`src/logic/ll_defs.svh`:
```
`ifndef LL_DEFS_SVH
`define LL_DEFS_SVH

// Payload and PHY lane widths
`define LL_DATA_W 32
`define LL_LANE_W 20

// Online delay counter width
`define LL_DLY_W 16

// Receive FIFO depth, also the largest credit grant
`define LL_FIFO_DEPTH 8
`define LL_CRED_W 4

// Control bits carried in lane 0
`define LL_LANE_STB 18
`define LL_LANE_PUSH 17
`define LL_LANE_CRED 16

`endif
```
`src/logic/ll_pkg.sv`:
```
`include "ll_defs.svh"

package ll_pkg;

  // One stream payload word
  typedef logic [`LL_DATA_W-1:0] ll_data_t;

  // Credit count, wide enough for a full FIFO
  typedef logic [`LL_CRED_W-1:0] ll_cred_t;

  ////////////////////
  // Debug status words

  typedef struct packed {
    logic [15:0] sent_cnt;
    logic [10:0] rsvd;
    logic        stall;
    ll_cred_t    credit;
  } ll_tx_status_t;

  // Occupancy counts the output stage as well
  typedef struct packed {
    logic [15:0] recv_cnt;
    logic [10:0] rsvd;
    logic        overflow;
    ll_cred_t    occupancy;
  } ll_rx_status_t;

endpackage

```
`src/logic/ll_link_if.sv`:
```
`timescale 1ns/1ps

// Link side of one channel, between a link layer and the PHY packer
interface ll_link_if;

  ll_pkg::ll_data_t data;

  // One cycle per valid word
  logic pushbit;

  // One cycle per returned credit
  logic credit;

  // Link layer sending words
  modport transmit (
    output data,
    output pushbit,
    input  credit
  );

  // Link layer taking words
  modport receive (
    input  data,
    input  pushbit,
    output credit
  );

  // PHY side mirrors of the two link layers
  modport phy_tx (input data, input pushbit, output credit);
  modport phy_rx (output data, output pushbit, input credit);

endinterface

```
`src/logic/st_link_slave_top.sv`:
```
`timescale 1ns/1ps
`include "ll_defs.svh"

module st_link_slave_top (
  input  logic                  clk_wr,
  input  logic                  rst_n,

  input  logic                  tx_online,
  input  logic                  rx_online,
  input  ll_pkg::ll_cred_t      init_s2m_credit,
  input  logic [`LL_DLY_W-1:0]  delay_x_value,
  input  logic [`LL_DLY_W-1:0]  delay_y_value,
  input  logic [`LL_DLY_W-1:0]  delay_z_value,

  // PHY lanes
  output logic [`LL_LANE_W-1:0] tx_phy0,
  output logic [`LL_LANE_W-1:0] tx_phy1,
  input  logic [`LL_LANE_W-1:0] rx_phy0,
  input  logic [`LL_LANE_W-1:0] rx_phy1,

  // M2S stream to the user
  output ll_pkg::ll_data_t      user_m2s_tdata,
  output logic                  user_m2s_tvalid,
  input  logic                  user_m2s_tready,
  output logic                  user_m2s_enable,

  // S2M stream from the user
  input  ll_pkg::ll_data_t      user_s2m_tdata,
  input  logic                  user_s2m_tvalid,
  output logic                  user_s2m_tready,

  output logic [31:0]           rx_m2s_debug_status,
  output logic [31:0]           tx_s2m_debug_status
);

  logic tx_online_delay;
  logic rx_online_delay;
  logic stb_userbit;

  ll_link_if s2m_link ();
  ll_link_if m2s_link ();

  assign user_m2s_enable = rx_online_delay;

  ////////////////////
  // Online sequencing

  ll_auto_sync u_auto_sync (
    .clk_wr          (clk_wr),
    .rst_n           (rst_n),
    .tx_online       (tx_online),
    .rx_online       (rx_online),
    .delay_x_value   (delay_x_value),
    .delay_y_value   (delay_y_value),
    .delay_z_value   (delay_z_value),
    .tx_online_delay (tx_online_delay),
    .rx_online_delay (rx_online_delay),
    .stb_userbit     (stb_userbit)
  );

  ////////////////////
  // Link layers

  ll_transmit u_transmit_s2m (
    .clk_wr       (clk_wr),
    .rst_n        (rst_n),
    .tx_online    (tx_online_delay),
    .rx_online    (rx_online_delay),
    .init_credit  (init_s2m_credit),
    .user_data    (user_s2m_tdata),
    .user_valid   (user_s2m_tvalid),
    .user_ready   (user_s2m_tready),
    .debug_status (tx_s2m_debug_status),
    .link         (s2m_link)
  );

  ll_receive u_receive_m2s (
    .clk_wr       (clk_wr),
    .rst_n        (rst_n),
    .rx_online    (rx_online_delay),
    .user_ready   (user_m2s_tready),
    .user_data    (user_m2s_tdata),
    .user_valid   (user_m2s_tvalid),
    .debug_status (rx_m2s_debug_status),
    .link         (m2s_link)
  );

  ////////////////////
  // PHY lane mapping

  ll_phy_concat u_phy_concat (
    .clk_wr      (clk_wr),
    .rst_n       (rst_n),
    .stb_userbit (stb_userbit),
    .rx_phy0     (rx_phy0),
    .rx_phy1     (rx_phy1),
    .tx_phy0     (tx_phy0),
    .tx_phy1     (tx_phy1),
    .s2m         (s2m_link),
    .m2s         (m2s_link)
  );

endmodule

```
`src/logic/ll_phy_concat.sv`:
```
`timescale 1ns/1ps
`include "ll_defs.svh"

module ll_phy_concat (
  input  logic                 clk_wr,
  input  logic                 rst_n,
  input  logic                 stb_userbit,
  input  logic [`LL_LANE_W-1:0] rx_phy0,
  input  logic [`LL_LANE_W-1:0] rx_phy1,
  output logic [`LL_LANE_W-1:0] tx_phy0,
  output logic [`LL_LANE_W-1:0] tx_phy1,
  ll_link_if.phy_tx            s2m,
  ll_link_if.phy_rx            m2s
);

  localparam int HALF_W = `LL_DATA_W / 2;

  ll_pkg::ll_data_t rx_data_q;
  logic             rx_push_q;
  logic             rx_cred_q;

  ////////////////////
  // Pack onto tx lanes

  // Lane 1 holds the upper half of the word
  always_comb begin
    tx_phy0 = '0;
    tx_phy1 = '0;
    tx_phy0[HALF_W-1:0]    = s2m.data[HALF_W-1:0];
    tx_phy0[`LL_LANE_CRED] = m2s.credit;
    tx_phy0[`LL_LANE_PUSH] = s2m.pushbit;
    tx_phy0[`LL_LANE_STB]  = stb_userbit;
    tx_phy1[HALF_W-1:0]    = s2m.data[`LL_DATA_W-1:HALF_W];
  end

  ////////////////////
  // Unpack from rx lanes

  always_ff @(posedge clk_wr) begin
    rx_data_q <= {rx_phy1[HALF_W-1:0], rx_phy0[HALF_W-1:0]};
  end

  // Remote strobe is not consumed on this side
  always_ff @(posedge clk_wr) begin
    if (!rst_n) begin
      rx_push_q <= 1'b0;
      rx_cred_q <= 1'b0;
    end else begin
      rx_push_q <= rx_phy0[`LL_LANE_PUSH];
      rx_cred_q <= rx_phy0[`LL_LANE_CRED];
    end
  end

  assign m2s.data    = rx_data_q;
  assign m2s.pushbit = rx_push_q;
  assign s2m.credit  = rx_cred_q;

endmodule

```
`src/logic/ll_receive.sv`:
```
`timescale 1ns/1ps
`include "ll_defs.svh"

module ll_receive (
  input  logic                  clk_wr,
  input  logic                  rst_n,
  input  logic                  rx_online,
  input  logic                  user_ready,
  output ll_pkg::ll_data_t      user_data,
  output logic                  user_valid,
  output ll_pkg::ll_rx_status_t debug_status,
  ll_link_if.receive            link
);

  localparam int PTR_W = $clog2(`LL_FIFO_DEPTH);

  ll_pkg::ll_data_t mem [`LL_FIFO_DEPTH];
  logic [PTR_W-1:0] wr_ptr;
  logic [PTR_W-1:0] rd_ptr;
  ll_pkg::ll_cred_t count;
  ll_pkg::ll_data_t out_data;
  logic             out_valid;
  logic             full;
  logic             wr_req;
  logic             wr_en;
  logic             rd_en;
  logic             pop;
  logic             credit_q;
  logic             overflow_q;
  logic [15:0]      recv_cnt;

  assign full   = count == ll_pkg::ll_cred_t'(`LL_FIFO_DEPTH);
  assign wr_req = link.pushbit && rx_online;
  assign wr_en  = wr_req && !full;
  assign pop    = out_valid && user_ready;

  // Refill the output stage when it is empty or being taken
  assign rd_en = (count != '0) && (!out_valid || pop);

  ////////////////////
  // Storage

  always_ff @(posedge clk_wr) begin
    if (wr_en) begin
      mem[wr_ptr] <= link.data;
    end
    if (rd_en) begin
      out_data <= mem[rd_ptr];
    end
  end

  ////////////////////
  // Pointers, output valid, credits

  always_ff @(posedge clk_wr) begin
    if (!rst_n) begin
      wr_ptr     <= '0;
      rd_ptr     <= '0;
      count      <= '0;
      out_valid  <= 1'b0;
      credit_q   <= 1'b0;
      overflow_q <= 1'b0;
      recv_cnt   <= '0;
    end else begin
      if (wr_en) begin
        wr_ptr   <= wr_ptr + 1'b1;
        recv_cnt <= recv_cnt + 1'b1;
      end
      if (rd_en) begin
        rd_ptr <= rd_ptr + 1'b1;
      end
      count <= count + ll_pkg::ll_cred_t'(wr_en) - ll_pkg::ll_cred_t'(rd_en);
      if (rd_en) begin
        out_valid <= 1'b1;
      end else if (pop) begin
        out_valid <= 1'b0;
      end
      // One credit back per word handed to the user
      credit_q <= pop;
      if (wr_req && full) begin
        overflow_q <= 1'b1;
      end
    end
  end

  assign user_data   = out_data;
  assign user_valid  = out_valid;
  assign link.credit = credit_q;

  assign debug_status.recv_cnt  = recv_cnt;
  assign debug_status.rsvd      = '0;
  assign debug_status.overflow  = overflow_q;
  assign debug_status.occupancy = count + ll_pkg::ll_cred_t'(out_valid);

endmodule

```
`src/logic/ll_transmit.sv`:
```
`timescale 1ns/1ps
`include "ll_defs.svh"

module ll_transmit (
  input  logic                  clk_wr,
  input  logic                  rst_n,
  input  logic                  tx_online,
  input  logic                  rx_online,
  input  ll_pkg::ll_cred_t      init_credit,
  input  ll_pkg::ll_data_t      user_data,
  input  logic                  user_valid,
  output logic                  user_ready,
  output ll_pkg::ll_tx_status_t debug_status,
  ll_link_if.transmit           link
);

  ll_pkg::ll_cred_t credit_q;
  ll_pkg::ll_cred_t init_clamped;
  ll_pkg::ll_data_t data_q;
  logic             pushbit_q;
  logic             tx_online_q;
  logic             tx_rise;
  logic             accept;
  logic             stall_q;
  logic [15:0]      sent_cnt;

  // Far side FIFO bounds the credit grant
  assign init_clamped = (init_credit > ll_pkg::ll_cred_t'(`LL_FIFO_DEPTH)) ?
                        ll_pkg::ll_cred_t'(`LL_FIFO_DEPTH) : init_credit;

  assign tx_rise    = tx_online && !tx_online_q;
  assign user_ready = tx_online && rx_online && (credit_q != '0);
  assign accept     = user_valid && user_ready;

  ////////////////////
  // Credit counter

  always_ff @(posedge clk_wr) begin
    if (!rst_n) begin
      tx_online_q <= 1'b0;
      credit_q    <= '0;
    end else begin
      tx_online_q <= tx_online;
      if (!tx_online) begin
        credit_q <= '0;
      end else if (tx_rise) begin
        credit_q <= init_clamped;
      end else begin
        credit_q <= credit_q + ll_pkg::ll_cred_t'(link.credit) - ll_pkg::ll_cred_t'(accept);
      end
    end
  end

  ////////////////////
  // Link word and status

  always_ff @(posedge clk_wr) begin
    if (accept) begin
      data_q <= user_data;
    end
  end

  always_ff @(posedge clk_wr) begin
    if (!rst_n) begin
      pushbit_q <= 1'b0;
      stall_q   <= 1'b0;
      sent_cnt  <= '0;
    end else begin
      pushbit_q <= accept;
      stall_q   <= user_valid && !user_ready;
      if (accept) begin
        sent_cnt <= sent_cnt + 1'b1;
      end
    end
  end

  assign link.data    = data_q;
  assign link.pushbit = pushbit_q;

  assign debug_status.sent_cnt = sent_cnt;
  assign debug_status.rsvd     = '0;
  assign debug_status.stall    = stall_q;
  assign debug_status.credit   = credit_q;

endmodule

```
`src/logic/ll_auto_sync.sv`:
```
`timescale 1ns/1ps
`include "ll_defs.svh"

module ll_auto_sync (
  input  logic                 clk_wr,
  input  logic                 rst_n,
  input  logic                 tx_online,
  input  logic                 rx_online,
  input  logic [`LL_DLY_W-1:0] delay_x_value,
  input  logic [`LL_DLY_W-1:0] delay_y_value,
  input  logic [`LL_DLY_W-1:0] delay_z_value,
  output logic                 tx_online_delay,
  output logic                 rx_online_delay,
  output logic                 stb_userbit
);

  logic [`LL_DLY_W-1:0] tx_cnt;
  logic [`LL_DLY_W-1:0] rx_cnt;
  logic                 tx_done;
  logic                 rx_done;
  logic                 rx_count_en;
  logic                 stb_hit;

  assign tx_done = tx_cnt >= delay_x_value;
  assign rx_done = rx_cnt >= delay_y_value;

  // rx side only counts once tx is up and both levels hold
  assign rx_count_en = tx_online && rx_online && tx_online_delay;

  // Strobe only if it lands before tx goes online
  assign stb_hit = (tx_cnt == delay_z_value) && (delay_z_value < delay_x_value);

  ////////////////////
  // tx delay and strobe

  always_ff @(posedge clk_wr) begin
    if (!rst_n || !tx_online) begin
      tx_cnt          <= '0;
      tx_online_delay <= 1'b0;
      stb_userbit     <= 1'b0;
    end else begin
      if (!tx_done) begin
        tx_cnt <= tx_cnt + 1'b1;
      end
      tx_online_delay <= tx_done;
      // Counter passes delay_z once, so this is a single pulse
      stb_userbit     <= stb_hit;
    end
  end

  ////////////////////
  // rx delay

  always_ff @(posedge clk_wr) begin
    if (!rst_n || !rx_count_en) begin
      rx_cnt          <= '0;
      rx_online_delay <= 1'b0;
    end else begin
      if (!rx_done) begin
        rx_cnt <= rx_cnt + 1'b1;
      end
      rx_online_delay <= rx_done;
    end
  end

endmodule

```
`config.mk`:
```
export PLATFORM = sky130hd
export DESIGN_NAME = st_link_slave_top
export DESIGN_NICKNAME = d
export VERILOG_FILES = /design/src/logic/ll_pkg.sv /design/src/logic/ll_link_if.sv /design/src/logic/st_link_slave_top.sv /design/src/logic/ll_phy_concat.sv /design/src/logic/ll_receive.sv /design/src/logic/ll_transmit.sv /design/src/logic/ll_auto_sync.sv
export VERILOG_INCLUDE_DIRS = /design/src /design/src/logic
export SDC_FILE = /design/constraint.sdc
export NUM_CORES = 1
export LEC_CHECK = 0
export BUFFER_PORTS_ARGS = -buffer_cell sky130_fd_sc_hd__buf_2
export CORE_MARGIN = 4
export CORE_UTILIZATION = 45
export DETAILED_ROUTE_END_ITERATION = 10
export PLACE_DENSITY = 0.65
export RECOVER_POWER = 100
export SLEW_MARGIN = 5
export SYNTH_ARGS = -nofsm -noshare
export SYNTH_HDL_FRONTEND = slang
export SYNTH_HIERARCHICAL = 1
export SYNTH_SLANG_ARGS = --single-unit
```
`constraint.sdc`:
```
create_clock -name clk_wr -period 6.42 [get_ports clk_wr]
set_input_delay 0.321 -clock clk_wr [delete_from_list [all_inputs] [get_ports clk_wr]]
set_output_delay 0.321 -clock clk_wr [all_outputs]
set_load 0.1 [all_outputs]
```
* Yosys cells after proc, flatten, opt, wreduce, memory -nomap -nowiden
Memory sizes are Yosys's and may differ from the RTL's. A register that Yosys moved wholly into a read port is not among the register bits. Index checks and enable logic that the tools add are counted.
Storage, ports and cells: register bits after elaboration 153, memory bits (writable) 256, input port bits 130, output and inout bits 139, word-level logic and storage cells 72, memories kept 1
Memory list:
- u_receive_m2s.mem | depth 8, width 32, rd ports 1, clocked after memory_dff 1, write ports 1, RTL line ll_receive.sv:17 | ll_pkg::ll_data_t mem [`LL_FIFO_DEPTH];
Cells by class: $add $sub $neg 11, order comparisons 4, eq/ne operators 2, mux-type cells 6, reduce and logical (&&, ||, !) cells 27
Operators with widths (number):
- $add A16 B1 Y16 const B | 4
- $ge A16 B16 Y1 | 2
- $eq A16 B16 Y1 | 1
- $lt A16 B16 Y1 | 1
- $logic_and A1 B1 Y1 | 13
- $add A4 B1 Y4 | 3
- $mux W4 | 2
- $reduce_bool A4 Y1 | 2
- $sub A4 B1 Y4 | 2
- $logic_not A1 Y1 | 7
- $add A3 B1 Y3 const B | 2
- $eq A4 B4 Y1 const B | 1
- $gt A4 B4 Y1 const B | 1
- $mux W1 | 4
- $logic_or A1 B1 Y1 | 3
- $reduce_and A2 Y1 | 1
- $reduce_bool A2 Y1 | 1

* Depth between registers and ports, before layout
Gate-level depths: netlist (run 1).
depth after elaboration 5, gate-level depth with buffers 14, gate-level depth less buffers 12

* Cells and area by module
The synthesis (run 1) kept the hierarchy.
By module, submodules not included:
- ll_receive | instances 1, cells each 582, area each 12094.1 sq um, sequential area each 9228.9 sq um
- ll_auto_sync | instances 1, cells each 350, area each 2907.8 sq um, sequential area each 700.7 sq um
- ll_transmit | instances 1, cells each 179, area each 2265.9 sq um, sequential area each 1421.4 sq um
- ll_phy_concat | instances 1, cells each 77, area each 997.2 sq um, sequential area each 680.7 sq um

* Worst setup path after synthesis (run 1)
OpenSTA, ideal clock, no wires.
kind reg2reg, start register u_auto_sync.rx_online_delay, end memory u_receive_m2s/mem[0][0] (netlist name) (enable), arrival 4.823 ns, setup slack 1.096 ns, cell stages (with the launch flop) 5, buffers on the path 0, cells stage by stage dfxtp_1 -> nand2_1 -> nor2_1 -> inv_1 -> nor4_1
Between the ends: longest elaborated chain between the ends 4
RTL lines:
- start: declaration | RTL line ll_auto_sync.sv:13 | output logic rx_online_delay,
- start signal: assignment | RTL line ll_auto_sync.sv:62 | rx_online_delay <= rx_done;
- $logic_and A1 B1 Y1 | RTL line ll_receive.sv:33 | assign wr_req = link.pushbit && rx_online;
- $logic_and A1 B1 Y1 | RTL line ll_receive.sv:34 | assign wr_en = wr_req && !full;
- $mux W1 | RTL line ll_receive.sv:44 | if (wr_en) begin
- $mux W1 (implied by the code) | RTL line ll_receive.sv:45 | mem[wr_ptr] <= link.data;
- end: declaration | RTL line ll_receive.sv:17
Every way passes these cells.

* Worst setup path in the final report (run 1)
start register u_transmit_s2m.credit_q[2], end register u_transmit_s2m.credit_q[2]
Between the ends: longest elaborated chain between the ends 5, elaborated cells between the ends (all ways) 6
RTL lines:
- start: declaration | RTL line ll_transmit.sv:17 | ll_pkg::ll_cred_t credit_q;
- start signal: assignment | RTL line ll_transmit.sv:47 | credit_q <= init_clamped;
- start signal: assignment | RTL line ll_transmit.sv:49 | credit_q <= credit_q + ll_pkg::ll_cred_t'(link.credit) - ll_pkg::ll_cred_t'(accept);
- parallel branches: the longest is 3 deep, another holds $add A4 B1 Y4
- $sub A4 B1 Y4 * | RTL line ll_transmit.sv:49
- $mux W4 * | RTL line ll_transmit.sv:46 | end else if (tx_rise) begin
Every way passes the cells marked *. A chain may end at the register's enable or synchronous reset.

==> summary.md, run 1 <==
| Metric | Value |
|---|---|
| Clock Sinks | `441` |
| Outcome | `finished, violations left` |
| VDD IR-drop max | `0.302 mV` |
| Drt drc | `0` |
| Required time worst endpoint | `6.87 ns` |
| Crit path buf inv count | `3` |
| Cell taking the most area after synthesis | `edfxtp_1` |
| EDFF count, synth | `320` |
| Cell row count | `73` |
| Iteration-0 DRC Markers | `656` |
| Proportion of layout cells with a drive suffix above 1 | `19.8%` |
| Largest net degree at the start of global routing | `67` |
| # setup viols final | `0` |
| Initial antenna violation count | `0` |
| CP Class | `flop to flop` |
| Via Count | `10500` |
| Clk_lat worst skew | `0.56 ns` |
| Worst Max-Slew Pin Slew | `3.39 ns` |
| Mapped Cells | `1188` |
| Worst slack at placement | `3.50 ns` |
| Antenna cells | `0` |
| Final-report hold violation count | `0` |
| Remaining antenna violation count | `0` |
| Mapped cell area | `0.0183 mm^2` |
| WP data arrival | `4.72 ns` |
| RSZ-0062 raised after global routing | `no` |
| Vias per inst | `5.15` |
| Leak pwr | `7.69 nW` |
| Synth unique cells | `76` |
| Clock transition at path regs | `0.06 ns` |
| Synth Register Bits | `441` |
| DR WL/cell | `18.8 um` |
| Failing checks | `max-capacitance violations, max-slew violations` |
| Clock Skew | `0.0121 ns` |
| Sequential area share after synthesis | `65.9%` |
| Layout area overhead | `18.6%` |
| Post-DP HPWL | `23200 um` |
| Post-CTS Setup Inserts | `0` |
| Max Freq | `234 MHz` |
| CP endpoint kind | `flop` |
| Yosys top cell area share | `52.6%` |
| Fin crit period | `4.27 ns` |
| PD cells | `378 mW/mm^2` |
| Post-Route WL | `38300 um` |
| Final Slew Violations | `404` |
| Final TNS setup | `0 ns` |
| CP Cell Sequence | `inv_1 -> ha_1 -> or3b_1 -> and2_0 -> ha_1 -> inv_1 -> ha_1 -> inv_1 -> fa_1 -> xnor2_1 -> a21oi_1 -> nor2_1` |
| Die ar. | `0.0439 mm^2` |
| Synth warnings | `6` |
| Mean post-synth cell area | `15.4 um^2` |
| Top FF cell, synth | `edfxtp_1` |
| CTS max path bufs | `3` |
| Vias in the first global route | `10700` |
| Core Util, Final | `54.3%` |
| CORE AREA | `0.0399 mm^2` |
| CTS tree | `built` |
| Max incr delay on CP | `1.75 ns` |
| TritonCTS buffer count | `45` |
| Hold WC Path Type | `input pin to flop` |
| Largest delay share family, worst path | `simple AND/OR/NAND/NOR gates` |
| First-pass GRT wire length | `59600 um` |
| Grt ovf | `0` |
| Crit start category | `flop` |
| Die Ht | `209 um` |
| Nets | `1677` |
| GRT Util Overall | `17.1%` |
| IO Port Bufs | `235` |
| First drt pass iteration count | `5` |
| IO Pins | `269` |
| Max Cap Violations | `11` |
| GP Congestion | `0.818` |
| Largest cells by area after synthesis | `edfxtp_1, dfxtp_1, mux4_2, ha_1, buf_4` |
| Synth async-reset ratio | `0%` |
| H-tree level count | `2` |
| Crit path max fanout | `36` |
| Slew Limit Headroom | `-127%` |
| Period utilization | `66.5%` |
| Initial core utilization | `45.8%` |
| Root Driver | `clkbuf_16` |
| Width of the die | `209 um` |
| Final setup margin | `2.15 ns` |
| Slowest-stage cell, CP | `and2_0` |
metal layers:
| metal | global-route usage [%] | part of all wire (%) |
|---|---|---|
| met1 | 22.8 | 44 |
| met2 | 28.8 | 49 |
| met4 | 4.48 | 2.1 |
| met3 | 3.54 | 5.3 |
| met5 | 0 | 0 |
placed cells by master, fill, tap and decap left out, types with 14 or more instances in the layout:
master	n
mux4_2	64
xnor2_1	25
or3_1	14
mux2_2	25
xor2_1	20
clkbuf_1	132
dlygate4sd3_1	70
conb_1	27
ha_1	67
nand2_1	46
nor2_1	47
edfxtp_1	320
o21ai_0	25
clkbuf_16	45
nand4_1	19
dfxtp_1	119
buf_2	112
nand3_1	22
a21oi_1	47
inv_1	56
o21a_1	15
power breakdown:
| group | internal (mW) | total [mW] | switching [mW] |
|---|---|---|---|
| Sequential | 3.26 | 3.48 | 0.216 |
| Combinational | 0.606 | 1.99 | 1.39 |
| Clock | 1.62 | 2.71 | 1.09 |
repair_timing:
item,4_1_cts,5_1_grt
gates resized for setup,0,0
endpoints found under the hold margin,70,0
hold buffers,70,0
synth_stat cells, types with 11 or more instances:
| library cell | n |
|---|---|
| mux4_2 | 64 |
| nand4_1 | 18 |
| xnor2_1 | 25 |
| and3_1 | 11 |
| or4_1 | 11 |
| dfxtp_1 | 121 |
| edfxtp_1 | 320 |
| a21oi_1 | 46 |
| nor3_1 | 13 |
| clkbuf_1 | 14 |
| xor2_1 | 20 |
| nor2_1 | 50 |
| nand3_1 | 21 |
| buf_4 | 65 |
| ha_1 | 67 |
| nand2_1 | 46 |
| or3_1 | 13 |
| inv_1 | 56 |
| o21ai_0 | 23 |
| mux2_2 | 32 |
| o21a_1 | 15 |
state kept, by name, indices dropped and copies added (netlist names), 3 cells and up:
name,count
u_receive_m2s/recv_cnt,16
u_transmit_s2m/sent_cnt,16
u_receive_m2s/user_data,32
u_receive_m2s/count,4
u_receive_m2s/mem,256
u_phy_concat/m2s.data,32
u_transmit_s2m/link.data,32
u_auto_sync/tx_cnt,16
u_receive_m2s/rd_ptr,3
u_transmit_s2m/credit_q,4
u_auto_sync/rx_cnt,16
u_receive_m2s/wr_ptr,3
tightest hold or removal path, delay by kind of cell:
| kind | cells | cell delay (ns) |
|---|---|---|
| buf+inv | 1 | 0.10 |
| compound gates | 2 | 0.18 |
area by class of cell:
cell class	count	area, um^2
clock buffer	54	1230
inverter	57	214
sequential	441	12000
tap	525	657
clock inverter	29	342
fill	3284	18300
timing repair buffer	315	1770
multi-input combinational	618	5420
final timing paths:
kind         cells after the start                    endpoint  slack [ns]                  startpoint
max reg2reg                     12  u_transmit_s2m/credit_q[2]        2.15  u_transmit_s2m/credit_q[2]
min                              3  u_transmit_s2m/credit_q[3]        0.08          init_s2m_credit[3]
min reg2reg                      2    u_receive_m2s/overflow_q        0.48    u_receive_m2s/overflow_q
max                             12  u_transmit_s2m/credit_q[2]        2.15  u_transmit_s2m/credit_q[2]
kinds of logic (layout without fill, tap and decap cells):
group                    after synthesis  in the layout  share of synthesized area (%)
buffers and inverters                153            455                           4.71
AND/OR/NAND/NOR                      239            239                           7.21
adder cells (fa/ha/maj)               69             69                           4.81
multiplexers                         102            102                           10.2
XOR/XNOR                              45             45                           2.16
AO/OA/AOI/OAI                        136            136                           4.99
flip-flops                           441            441                           65.9
other                                  3             27                         0.0616
per-stage QoR:
stage / total power [mW] / area [um^2] / hold WS (ns) / cells
2_1_floorplan: 5.14 / 18400 / 0.349 / 1212
3_3_place_gp: 5.50 / 19700 / 0.423 / 1886
3_5_place_dp: 5.52 / 19700 / 0.425 / 1886
4_1_cts: 8.29 / 22000 / 0.0311 / 2039
5_1_grt: 8.54 / 21700 / 0.0738 / 2039
6_report: 8.18 / 21700 / 0.0834 / 2039
Note: power is estimated with default switching activity, not from simulation.
==> run 2, diff against run 1 <==
--- a/config.mk
+++ b/config.mk
@@ -6,6 +6,7 @@
 export SDC_FILE = /design/constraint.sdc
 export NUM_CORES = 1
 export LEC_CHECK = 0
+export ABC_AREA = 1
 export BUFFER_PORTS_ARGS = -buffer_cell sky130_fd_sc_hd__buf_2
 export CORE_MARGIN = 4
 export CORE_UTILIZATION = 45
==> constraint.sdc (replaced) <==
create_clock -name clk_wr -period 4.4 [get_ports clk_wr]
set_input_delay 0.22 -clock clk_wr [delete_from_list [all_inputs] [get_ports clk_wr]]
set_output_delay 0.22 -clock clk_wr [all_outputs]
set_load 0.1 [all_outputs]
==> run 2 against run 1 <==
  * The flow still finishes with violations (max-capacitance violations, max-slew violations)
  * Power rose by 49%
  * Wire length rose by 16%
  * Cell count rose by 35%
  * Synthesized cell count rose by 60%
  * Worst hold slack got worse by 0.015 ns
  * Largest power group unchanged
==> summary.md, run 2 <==
| Metric | Value |
|---|---|
| Worst Max-Slew Pin Slew | `2.67 ns (was 3.39 ns)` |
| Yosys top cell area share | `49.7% (was 52.6%)` |
| GRT Util Overall | `18.6% (was 17.1%)` |
| PD cells | `540 mW/mm^2 (was 378 mW/mm^2)` |
| Initial core utilization | `45.8% (about the same)` |
| Hold WC Path Type | `input pin to flop (unchanged)` |
| Post-placement cell area | `0.0206 mm^2 (was 0.0197 mm^2)` |
| Cell row count | `75 (was 73)` |
| Largest net degree at the start of global routing | `99 (was 67)` |
| Width of the die | `215 um (was 209 um)` |
| Post-CTS Resized | `0 (unchanged)` |
| Proportion of layout cells with a drive suffix above 1 | `9.90% (was 19.8%)` |
| Required time worst endpoint | `4.56 ns (was 6.87 ns)` |
| Slew Limit Headroom | `-78.2% (was -127%)` |
| Mean post-synth cell area | `10.2 um^2 (was 15.4 um^2)` |
| CTS tree | `built (unchanged)` |
| Crit start category | `flop (unchanged)` |
| CTS max path bufs | `3 (unchanged)` |
| Synth async-reset ratio | `0% (unchanged)` |
| Outcome | `finished, violations left (unchanged)` |
| Fin crit period | `3.56 ns (was 4.27 ns)` |
| First drt pass iteration count | `5 (unchanged)` |
| Post-CTS Setup Inserts | `0 (unchanged)` |
| Largest cells by area after synthesis | `edfxtp_1, dfxtp_1, nand2_1, nor2_1, ha_1 (was edfxtp_1, dfxtp_1, mux4_2, ha_1, buf_4)` |
| CP Class | `flop to flop (unchanged)` |
| VDD IR-drop max | `0.547 mV (was 0.302 mV)` |
| RSZ-0062 raised after global routing | `no (unchanged)` |
| Top FF cell, synth | `edfxtp_1 (unchanged)` |
| EDFF count, synth | `320 (unchanged)` |
| Post-synth top cells | `nand2_1, nor2_1, edfxtp_1 (was edfxtp_1, dfxtp_1, ha_1)` |
| H-tree level count | `2 (unchanged)` |
| DR WL/cell | `16.2 um (was 18.8 um)` |
| IO Pins | `269 (unchanged)` |
| Iteration-0 DRC Markers | `774 (was 656)` |
| Mapped cell area | `0.0193 mm^2 (was 0.0183 mm^2)` |
| Hold-fix buffers, CTS | `74 (was 70)` |
| Synth Register Bits | `441 (unchanged)` |
| Via Count | `13800 (was 10500)` |
| Initial antenna violation count | `3 (was 0)` |
| GP Congestion | `0.847 (was 0.818)` |
| Period utilization | `81.0% (was 66.5%)` |
| Drt drc | `0 (unchanged)` |
| Cell taking the most area after synthesis | `edfxtp_1 (unchanged)` |
| TritonCTS buffer count | `46 (was 45)` |
| Commonest non-fill, non-tap cell in the layout | `nand2_1 (was edfxtp_1)` |
| Max Freq | `281 MHz (was 234 MHz)` |
| Crit path max fanout | `17 (was 36)` |
| Final TNS setup | `0 ns (unchanged)` |
| Sequential area share after synthesis | `62.2% (was 65.9%)` |
| Root Driver | `clkbuf_16 (unchanged)` |
| Clock Sinks | `441 (unchanged)` |
| Synth warnings | `6 (unchanged)` |
| Number of flip-flops in the largest register | `256 (unchanged)` |
| CP endpoint kind | `flop (unchanged)` |
| Synth unique cells | `43 (was 76)` |
| IO Port Bufs | `235 (unchanged)` |
| Vias in the first global route | `13400 (was 10700)` |
| Post-DP HPWL | `27800 um (was 23200 um)` |
| Final Slew Violations | `119 (was 404)` |
| Top reg by flops | `u_receive_m2s/mem (unchanged)` |
| Grt ovf | `0 (unchanged)` |
| Clock Skew | `0.0324 ns (was 0.0121 ns)` |
| First-pass GRT wire length | `70200 um (was 59600 um)` |
| Leak pwr | `8.67 nW (was 7.69 nW)` |
| Most frequent cells in the layout | `nand2_1, edfxtp_1, nor2_1, o21ai_0, clkbuf_1 (was edfxtp_1, clkbuf_1, dfxtp_1, buf_2, dlygate4sd3_1)` |
| Clock transition at path regs | `0.06 ns (about the same)` |
| Vias per inst | `5.03 (was 5.15)` |
| Max Cap Violations | `3 (was 11)` |
| Layout area overhead | `17.2% (was 18.6%)` |
| WP data arrival | `3.73 ns (was 4.72 ns)` |
| Final-report hold violation count | `0 (unchanged)` |
| Most frequent cell after synthesis | `nand2_1 (was edfxtp_1)` |
| Nets | `2364 (was 1677)` |
| Mapped Cells | `1897 (was 1188)` |
| # setup viols final | `0 (unchanged)` |
| Die ar. | `0.0464 mm^2 (was 0.0439 mm^2)` |
| Post-Route WL | `44500 um (was 38300 um)` |
| Failing checks | `max-capacitance violations, max-slew violations (unchanged)` |
| Final Cell Area | `0.0227 mm^2 (was 0.0217 mm^2)` |
| Die Ht | `215 um (was 209 um)` |
| Remaining antenna violation count | `0 (unchanged)` |
| Clk_lat worst skew | `0.59 ns (was 0.56 ns)` |
| CORE AREA | `0.0422 mm^2 (was 0.0399 mm^2)` |
[run 2: cell count changes after synthesis, sizes merged, moves of 32 or more]
cell,before,now
inv,57,138
mux2,32,0
mux4,64,0
nand2,47,343
nand3,24,79
nor2,50,334
o21ai,28,218
[run 2: area by class of cell]
| type | count | area, um^2 |
|---|---|---|
| multi-input combinational | 1213 | 6020 |
| timing repair buffer | 324 | 1850 |
| clock buffer | 71 | 1310 |
| fill | 3799 | 19600 |
| tap | 539 | 674 |
| clock inverter | 15 | 248 |
| antenna | 1 | 2.50 |
| sequential | 441 | 12000 |
| inverter | 139 | 524 |
[run 2: cells by family (layout without fill, tap and decap cells)]
group | after synthesis | after routing | synth area share, %
AND/OR/NAND/NOR | 790 | 790 | 16.9
XOR/XNOR | 32 | 32 | 1.45
flip-flops | 441 | 441 | 62.2
buffers and inverters | 267 | 549 | 7.09
other | 3 | 28 | 0.0582
AO/OA/AOI/OAI | 295 | 295 | 7.79
adder cells (fa/ha/maj) | 69 | 69 | 4.54
[run 2: per-stage QoR]
stage                     total power, mW  setup WS (ns)  util [%]  instances  hold WS [ns]
after floorplan                      7.78          0.888         -       1921         0.248
after global placement               8.35           1.49      48.8       2582         0.322
after detailed placement             8.38           1.49      48.8       2582         0.324
after CTS                            12.4           1.44      54.3       2742        0.0400
after global routing                 12.8          0.584      53.7       2743        0.0859
final                                12.2          0.835      53.7       2743        0.0684
[run 2: path summary, 6_finish.rpt]
| path | cells after the start | slack (ns) | endpoint | from |
|---|---|---|---|---|
| max | 8 | 0.84 | u_receive_m2s/mem[5][2] | u_receive_m2s/count[2] |
| min | 6 | 0.07 | u_auto_sync/stb_userbit | delay_z_value[9] |
| max reg2reg | 8 | 0.84 | u_receive_m2s/mem[5][2] | u_receive_m2s/count[2] |
| min reg2reg | 1 | 0.48 | u_receive_m2s/overflow_q | u_receive_m2s/overflow_q |
[run 2: worst max-delay path, stage by stage (launching register included)]
cell and delay [ns]:
dfxtp_1 0.37, inv_1 0.09, ha_1 0.21, nand2_1 0.13, nand2_1 0.31, nor2_1 0.19, inv_1 0.16, nor2_4 0.55
clkbuf_1 1.09
[run 2: routing by layer]
layer  vias up  share of wire (%)  track usage [%]
met1      6523                 43             23.1
met5         -              0.034                0
met2       368                 49             32.7
met3        86                5.3             3.43
met4         2                2.7             6.29
li1       6824                  -                -
[run 2: where the power goes]
group          switching (mW)  leakage [nW]  internal, mW
Sequential              0.298          3.90          4.78
Clock                    1.59         0.743          2.36
Combinational            2.57          4.03         0.629
Total                    4.46          8.67          7.77
